**src/hdl/axi2per_pkg.sv**
```systemverilog
`default_nettype none

package axi2per_pkg;

  // **************************************************
  // Widths
  // **************************************************

  // AXI slave port
  localparam int unsigned AxiAddrWidth = 32;
  localparam int unsigned AxiDataWidth = 64;
  localparam int unsigned AxiIdWidth   = 3;

  // Peripheral interconnect master port
  localparam int unsigned PerDataWidth = 32;
  localparam int unsigned PerIdWidth   = 5;

  // **************************************************
  // Vector types
  // **************************************************

  // Byte address, shared by both ports
  typedef logic [AxiAddrWidth-1:0]   axi_addr_t;
  typedef logic [AxiDataWidth-1:0]   axi_data_t;
  // One strobe bit per data byte
  typedef logic [AxiDataWidth/8-1:0] axi_strb_t;
  typedef logic [AxiIdWidth-1:0]     axi_id_t;
  typedef logic [PerDataWidth-1:0]   per_data_t;
  typedef logic [PerDataWidth/8-1:0] per_be_t;
  // Peripheral ID holds the AXI ID zero-extended
  typedef logic [PerIdWidth-1:0]     per_id_t;
  typedef logic [1:0]                axi_resp_t;

  // AXI response codes in use
  localparam axi_resp_t RespOkay   = 2'b00;
  localparam axi_resp_t RespSlvErr = 2'b10;

  // **************************************************
  // AXI channel payloads
  // **************************************************

  // AR and AW share one layout
  typedef struct packed {
    axi_addr_t addr;
    axi_id_t   id;
  } axi_ax_t;

  typedef struct packed {
    axi_data_t data;
    axi_strb_t strb;
  } axi_w_t;

  typedef struct packed {
    axi_data_t data;
    axi_id_t   id;
    axi_resp_t resp;
    logic      last;
  } axi_r_t;

  typedef struct packed {
    axi_id_t   id;
    axi_resp_t resp;
  } axi_b_t;

  // **************************************************
  // Peripheral port payloads
  // **************************************************

  // wen is high for a read
  typedef struct packed {
    axi_addr_t add;
    logic      wen;
    per_data_t wdata;
    per_be_t   be;
    per_id_t   id;
  } per_req_t;

  // opc high flags an error
  typedef struct packed {
    logic      opc;
    per_data_t rdata;
  } per_resp_t;

  // Handed from the request side to the response side at the grant
  typedef struct packed {
    logic    wen;
    axi_id_t id;
    logic    hi_word;
  } trans_info_t;

endpackage

`default_nettype wire

```
**src/hdl/axi2per_req_channel.sv**
```systemverilog
`default_nettype none

module axi2per_req_channel (
  input  logic                       clk_i,
  input  logic                       rst_ni,

  // AXI read address
  input  logic                       ar_valid_i,
  input  axi2per_pkg::axi_ax_t       ar_i,
  output logic                       ar_ready_o,

  // AXI write address
  input  logic                       aw_valid_i,
  input  axi2per_pkg::axi_ax_t       aw_i,
  output logic                       aw_ready_o,

  // AXI write data
  input  logic                       w_valid_i,
  input  axi2per_pkg::axi_w_t        w_i,
  output logic                       w_ready_o,

  // Peripheral request
  output logic                       per_req_o,
  output axi2per_pkg::per_req_t      per_req_data_o,
  input  logic                       per_gnt_i,

  // Link to the response channel
  output logic                       trans_req_o,
  output axi2per_pkg::trans_info_t   trans_info_o,
  input  logic                       trans_done_i
);

  import axi2per_pkg::*;

  typedef enum logic [1:0] {
    ReqIdle,
    ReqRequest,
    ReqWaitResp
  } req_state_e;

  req_state_e state_d, state_q;

  // Registered peripheral request
  per_req_t   req_d, req_q;

  logic       ar_accept;
  logic       wr_accept;
  logic       hi_word;

  // **************************************************
  // Acceptance
  // **************************************************

  // Reads win over a complete write
  assign ar_accept = (state_q == ReqIdle) && ar_valid_i;
  // Write needs address and data together
  assign wr_accept = (state_q == ReqIdle) && !ar_valid_i && aw_valid_i && w_valid_i;

  // One cycle ready pulses in idle
  assign ar_ready_o = ar_accept;
  assign aw_ready_o = wr_accept;
  assign w_ready_o  = wr_accept;

  // Address bit 2 picks the 32-bit half of the AXI data
  assign hi_word = aw_i.addr[2];

  // Next request payload
  always_comb begin
    req_d = req_q;
    if (ar_accept) begin
      req_d.add   = ar_i.addr;
      req_d.wen   = 1'b1;
      req_d.wdata = '0;
      // Full word on reads
      req_d.be    = '1;
      req_d.id    = {{(PerIdWidth-AxiIdWidth){1'b0}}, ar_i.id};
    end else if (wr_accept) begin
      req_d.add = aw_i.addr;
      req_d.wen = 1'b0;
      if (hi_word) begin
        req_d.wdata = w_i.data[AxiDataWidth-1:PerDataWidth];
        req_d.be    = w_i.strb[AxiDataWidth/8-1:PerDataWidth/8];
      end else begin
        req_d.wdata = w_i.data[PerDataWidth-1:0];
        req_d.be    = w_i.strb[PerDataWidth/8-1:0];
      end
      req_d.id = {{(PerIdWidth-AxiIdWidth){1'b0}}, aw_i.id};
    end
  end

  // Payload register without reset
  always_ff @(posedge clk_i) begin
    if (ar_accept || wr_accept) begin
      req_q <= req_d;
    end
  end

  // **************************************************
  // State machine
  // **************************************************

  always_comb begin
    state_d = state_q;
    unique case (state_q)
      ReqIdle: begin
        if (ar_accept || wr_accept) begin
          state_d = ReqRequest;
        end
      end
      // Hold the request until granted
      ReqRequest: begin
        if (per_gnt_i) begin
          state_d = ReqWaitResp;
        end
      end
      // Only one transaction in flight
      ReqWaitResp: begin
        if (trans_done_i) begin
          state_d = ReqIdle;
        end
      end
      default: state_d = ReqIdle;
    endcase
  end

  always_ff @(posedge clk_i, negedge rst_ni) begin
    if (!rst_ni) begin
      state_q <= ReqIdle;
    end else begin
      state_q <= state_d;
    end
  end

  // **************************************************
  // Outputs
  // **************************************************

  // Request level while waiting for the grant
  assign per_req_o      = (state_q == ReqRequest);
  assign per_req_data_o = req_q;

  // Grant cycle hands over direction, ID and alignment
  assign trans_req_o          = per_req_o && per_gnt_i;
  assign trans_info_o.wen     = req_q.wen;
  assign trans_info_o.id      = req_q.id[AxiIdWidth-1:0];
  assign trans_info_o.hi_word = req_q.add[2];

endmodule

`default_nettype wire

```
**src/hdl/axi2per_res_channel.sv**
```systemverilog
`default_nettype none

module axi2per_res_channel (
  input  logic                       clk_i,
  input  logic                       rst_ni,

  // Peripheral response
  input  logic                       per_r_valid_i,
  input  axi2per_pkg::per_resp_t     per_resp_i,

  // Link from the request channel
  input  logic                       trans_req_i,
  input  axi2per_pkg::trans_info_t   trans_info_i,
  output logic                       trans_done_o,

  // AXI read data
  output logic                       r_valid_o,
  output axi2per_pkg::axi_r_t        r_o,
  input  logic                       r_ready_i,

  // AXI write response
  output logic                       b_valid_o,
  output axi2per_pkg::axi_b_t        b_o,
  input  logic                       b_ready_i
);

  import axi2per_pkg::*;

  typedef enum logic {
    ResIdle,
    ResPending
  } res_state_e;

  res_state_e  state_d, state_q;

  // Buffered transaction info and peripheral response
  trans_info_t info_q;
  per_resp_t   resp_q;

  logic        pending;
  logic        handshake;
  axi_resp_t   resp_code;

  // **************************************************
  // Buffers
  // **************************************************

  // Info arrives at the grant
  always_ff @(posedge clk_i) begin
    if (trans_req_i) begin
      info_q <= trans_info_i;
    end
  end

  // Response word and error flag on the pulse
  always_ff @(posedge clk_i) begin
    if (per_r_valid_i) begin
      resp_q <= per_resp_i;
    end
  end

  // **************************************************
  // State machine
  // **************************************************

  assign pending = (state_q == ResPending);

  // Ready of the channel that is presented
  assign handshake = info_q.wen ? r_ready_i : b_ready_i;

  always_comb begin
    state_d = state_q;
    unique case (state_q)
      ResIdle: begin
        if (per_r_valid_i) begin
          state_d = ResPending;
        end
      end
      // Held through back-pressure
      ResPending: begin
        if (handshake) begin
          state_d = ResIdle;
        end
      end
      default: state_d = ResIdle;
    endcase
  end

  always_ff @(posedge clk_i, negedge rst_ni) begin
    if (!rst_ni) begin
      state_q <= ResIdle;
    end else begin
      state_q <= state_d;
    end
  end

  // **************************************************
  // AXI outputs
  // **************************************************

  // Read uses R, write uses B
  assign r_valid_o    = pending && info_q.wen;
  assign b_valid_o    = pending && !info_q.wen;
  assign trans_done_o = pending && handshake;

  // Peripheral error becomes SLVERR
  assign resp_code = resp_q.opc ? RespSlvErr : RespOkay;

  // Word placed in the half picked by address bit 2
  always_comb begin
    if (info_q.hi_word) begin
      r_o.data = {resp_q.rdata, {PerDataWidth{1'b0}}};
    end else begin
      r_o.data = {{PerDataWidth{1'b0}}, resp_q.rdata};
    end
    r_o.id   = info_q.id;
    r_o.resp = resp_code;
    // Single beat only
    r_o.last = 1'b1;
  end

  assign b_o.id   = info_q.id;
  assign b_o.resp = resp_code;

endmodule

`default_nettype wire

```
**src/hdl/axi2per_bridge.sv**
```systemverilog
`default_nettype none

module axi2per_bridge (
  input  logic                       clk_i,
  input  logic                       rst_ni,

  // AXI read address
  input  logic                       ar_valid_i,
  input  axi2per_pkg::axi_ax_t       ar_i,
  output logic                       ar_ready_o,

  // AXI write address
  input  logic                       aw_valid_i,
  input  axi2per_pkg::axi_ax_t       aw_i,
  output logic                       aw_ready_o,

  // AXI write data
  input  logic                       w_valid_i,
  input  axi2per_pkg::axi_w_t        w_i,
  output logic                       w_ready_o,

  // AXI read data
  output logic                       r_valid_o,
  output axi2per_pkg::axi_r_t        r_o,
  input  logic                       r_ready_i,

  // AXI write response
  output logic                       b_valid_o,
  output axi2per_pkg::axi_b_t        b_o,
  input  logic                       b_ready_i,

  // Peripheral master port
  output logic                       per_req_o,
  output axi2per_pkg::per_req_t      per_req_data_o,
  input  logic                       per_gnt_i,
  input  logic                       per_r_valid_i,
  input  axi2per_pkg::per_resp_t     per_resp_i
);

  import axi2per_pkg::*;

  // Request to response side handover
  logic        trans_req;
  trans_info_t trans_info;
  logic        trans_done;

  // Address and write data into one peripheral request
  axi2per_req_channel i_req_channel (
    .clk_i          (clk_i),
    .rst_ni         (rst_ni),
    .ar_valid_i     (ar_valid_i),
    .ar_i           (ar_i),
    .ar_ready_o     (ar_ready_o),
    .aw_valid_i     (aw_valid_i),
    .aw_i           (aw_i),
    .aw_ready_o     (aw_ready_o),
    .w_valid_i      (w_valid_i),
    .w_i            (w_i),
    .w_ready_o      (w_ready_o),
    .per_req_o      (per_req_o),
    .per_req_data_o (per_req_data_o),
    .per_gnt_i      (per_gnt_i),
    .trans_req_o    (trans_req),
    .trans_info_o   (trans_info),
    .trans_done_i   (trans_done)
  );

  // Peripheral response back to R or B
  axi2per_res_channel i_res_channel (
    .clk_i         (clk_i),
    .rst_ni        (rst_ni),
    .per_r_valid_i (per_r_valid_i),
    .per_resp_i    (per_resp_i),
    .trans_req_i   (trans_req),
    .trans_info_i  (trans_info),
    .trans_done_o  (trans_done),
    .r_valid_o     (r_valid_o),
    .r_o           (r_o),
    .r_ready_i     (r_ready_i),
    .b_valid_o     (b_valid_o),
    .b_o           (b_o),
    .b_ready_i     (b_ready_i)
  );

endmodule

`default_nettype wire

```
**config.mk**
```make
export PLATFORM = sky130hd
export DESIGN_NAME = axi2per_bridge
export DESIGN_NICKNAME = d
export VERILOG_FILES = /design/src/hdl/axi2per_pkg.sv /design/src/hdl/axi2per_req_channel.sv /design/src/hdl/axi2per_res_channel.sv /design/src/hdl/axi2per_bridge.sv
export SDC_FILE = /design/constraint.sdc
export NUM_CORES = 1
export LEC_CHECK = 0
export BUFFER_PORTS_ARGS = -buffer_cell sky130_fd_sc_hd__buf_2
export CORE_AREA = 2 2 133 135
export DETAILED_ROUTE_END_ITERATION = 6
export DIE_AREA = 0 0 135 137
export GPL_TIMING_DRIVEN = 0
export RECOVER_POWER = 25
export SLEW_MARGIN = 30
export SYNTH_ARGS = -nofsm -noshare
export SYNTH_HDL_FRONTEND = slang
export SYNTH_HIERARCHICAL = 1
export SYNTH_SLANG_ARGS = --single-unit
export TNS_END_PERCENT = 100
```
**constraint.sdc**
```tcl
create_clock -name clk_i -period 15.5 [get_ports clk_i]
set_input_delay 0.775 -clock clk_i [delete_from_list [all_inputs] [get_ports clk_i]]
set_output_delay 0.775 -clock clk_i [all_outputs]
set_load 0.01 [all_outputs]
```
==> flow_metrics.py <==
metrics = {
    "cts": {
        "clock_sinks": 113,
        "cts_made_buffers": 17,
        "cts_buffer_depth": 2,
        "clock_latency_ps": 410,
        "ctsResizeCount": 0,
        "root_buffer": "clkbuf_16",
        "postCtsHoldBufs": 0,
        "path_clk_slew_ps": 50,
        "cts_max_level": 4,
        "tritoncts": "yes",
        "post_cts_buffers": 0,
    },
    "worst_setup_path": {
        "worstPathArrival_ps": 2930,
        "critPathKind": "in -> out",
        "worstReg2RegStart": "i_req_channel/state_q[0]",
        "r2r_slack_ps": 12820,
        "end_kind": "output port",
        "crit_fanout": 11,
        "critPathMostFrequentCell": "clkbuf_1",
        "critical-path-top-delay-family": "buffers and inverters",
        "timing.critical_path.buf_inv": 5,
        "startpoint": "ar_valid_i",
        "crit_required_ps": 14730,
        "worstSetupStartpointType": "primary input",
        "worst-r2r-cell-count": 5,
        "path_cells": "buf_2 > nor3b_1 > clkbuf_1 > clkbuf_1 > clkbuf_1 > buf_2",
        "slowest_stage": "clkbuf_1",
        "r2r-end": "i_req_channel/per_req_data_o[39]",
        "max_stage_delay_ps": 720,
    },
    "global_route": {
        "antenna_found_initial": 0,
        "grt-ovfl-total": 0,
        "grt_pass1_wl_mm": 21.17,
        "grt_pass1_vias": 4098,
        "grt.total_usage_pct": 15.24,
        "grt_max_degree": 35,
    },
    "placed_design": {
        "gp_congestion": 0.8518,
        "hpwl_mm": 11.94,
        "port_buffers": 333,
    },
    "synth": {
        "avgSynthCellArea_sq_um": 15.44,
        "ys_seq_area_share_pct": 64.18,
        "synth.distinct_cells": 23,
        "synth-xor-area-share_pct": 0,
        "synthSimpleGateAreaFrac_pct": 11.62,
        "synthMuxAreaShare_pct": 16.12,
        "ys_ff_latch": 113,
        "synth_adder_area_share_pct": 0,
        "synth-compound-area-share_pct": 1.212,
        "synth_area_sq_um": 5264,
        "synthCells": 341,
        "synth_top_family_by_area": "multiplexers",
        "synth_warnings": 6,
    },
    "power_and_ir_drop": {
        "leakage_nw": 3.707,
        "ir_drop_v": 0.00006461,
        "cellPowerDensity_nw_per_um2": 151.6,
    },
    "finish": {
        "final_cell_mix": "buf_2, edfxtp_1, nor2b_1",
        "num-fill-cells": 1623,
        "nets": 888,
        "area_delta_synth_final_pct": 48.73,
        "n_antenna_cell": 0,
        "drive_above_1_share_pct": 61.23,
        "layout_commonest_cell": "buf_2",
    },
    "floorplanning": {
        "initial_core_util_pct": 30.86,
        "io_pins": 339,
        "die_area_sq_um": 18500,
        "die_w_um": 135,
        "coreArea_sq_um": 17060,
        "rows": 48,
        "die_y_um": 137,
    },
    "sta": {
        "fmax_mhz": 270.0,
        "min_period_ps": 3704,
        "rsz0062_at_grt": "false",
        "fin_skew_ps": 7.607,
        "setup_viol": 0,
        "hold_viol": 0,
        "setup_tns_ps": 0,
        "drv_slew": 35,
        "min_period_over_period_pct": 23.90,
        "worst_pin_slew_ps": 1696,
        "relSlewSlack_pct": -13.06,
        "hold_slack_ps": 171.3,
    },
    "routing": {
        "postRouteAntennaNets": 0,
        "wl_per_cell_um": 15.53,
        "first_pass_iters": 4,
        "drt_iter0_drc": 96,
        "route.detailed.drc": 0,
        "vias": 3982,
        "drt-vias-per-instance": 4.227,
        "wl_mm": 14.63,
    },
    "flow_run": {
        "drv_cap": 1,
    },
    "hold_path": {
        "hold_path_class": "in -> async",
    },
    "status": {
        "violations": "capacitance limit, slew limit",
        "status": "complete, but fails checks",
    },
}
## synth_stat cells (all sizes together)
cell type,n,area [sq um]
edfxtp,110,3303
buf,37,342.8
mux2,36,518.0
nor2b,36,225.2
and2,34,212.7
mux2i,33,330.3
nor2,33,123.9
a211o,4,35.03
and2b,3,22.52
conb,3,11.26
dfrtp,3,75.07
a211oi,2,15.01
a21oi,1,5.000
a22o,1,8.760
clkbuf,1,7.510
nand2,1,3.750
nor3,1,5.000
nor3b,1,12.51
nor4,1,6.260
## layout make-up
type | count | area (sq um) | share of cell area, %
plain buffers | 38 | 327.8 | 4.187
flip-flops and latches | 113 | 3378 | 43.15
clock inverters | 12 | 120.1 | 1.534
repair buffers | 342 | 1747 | 22.31
clock buffers | 20 | 436.7 | 5.578
well taps | 225 | 281.5 | 3.596
multi-input cells | 192 | 1538 | 19.64
## report_power, final
part           internal, mW  switching (mW)
combinational         0.172           0.188
sequential            0.435          0.0245
clock                 0.234           0.134
## metrics by stage
step / instances / area, sq um / utilization (%) / power (mW) / worst slack (ps)
finish: 942 / 7829 / 45.90 / 1.187 / 11800
global route: 942 / 7829 / 45.90 / 1.248 / 11540
CTS: 942 / 7864 / 46.10 / 1.210 / 12900
detailed placement: 910 / 7307 / 42.84 / 0.8365 / 12830
global placement: 901 / 7219 / 42.33 / 0.8267 / 6833
floorplan: 343 / 5271 / - / 0.6780 / 9200
## worst max path at each step
stage / cells after the start / to
after floorplan: 2 / i_req_channel/per_req_data_o[0]
after global placement: 3 / i_req_channel/per_req_data_o[66]
after detailed placement: 8 / i_req_channel/per_req_data_o[62]
after CTS: 5 / ar_ready_o
after global routing: 5 / ar_ready_o
final: 6 / ar_ready_o
## kinds of logic (layout without fill, tap and decap cells)
group | count (synthesis) | count (layout)
other | 3 | 5
buffers and inverters | 38 | 412
multiplexers | 69 | 69
AO/OA/AOI/OAI | 8 | 8
flip-flops | 113 | 113
AND/OR/NAND/NOR | 110 | 110
## sequential cells by signal (all words and copies together) (netlist names)
register,flops
i_res_channel/pending,1
i_res_channel/info_q,2
i_res_channel/b_o,3
i_res_channel/resp_q,33
i_req_channel/state_q,2
i_req_channel/per_req_data_o,72
## metal layers
layer | part of all wire [%] | vias up | GRT usage (%)
li1 | - | 1923 | -
met1 | 36 | 1815 | 15.63
met2 | 51 | 225 | 27.07
met3 | 11 | 19 | 7.074
met4 | 1.6 | 0 | 5.961
met5 | 0 | - | 0
Power figures use the tool's default switching activity.
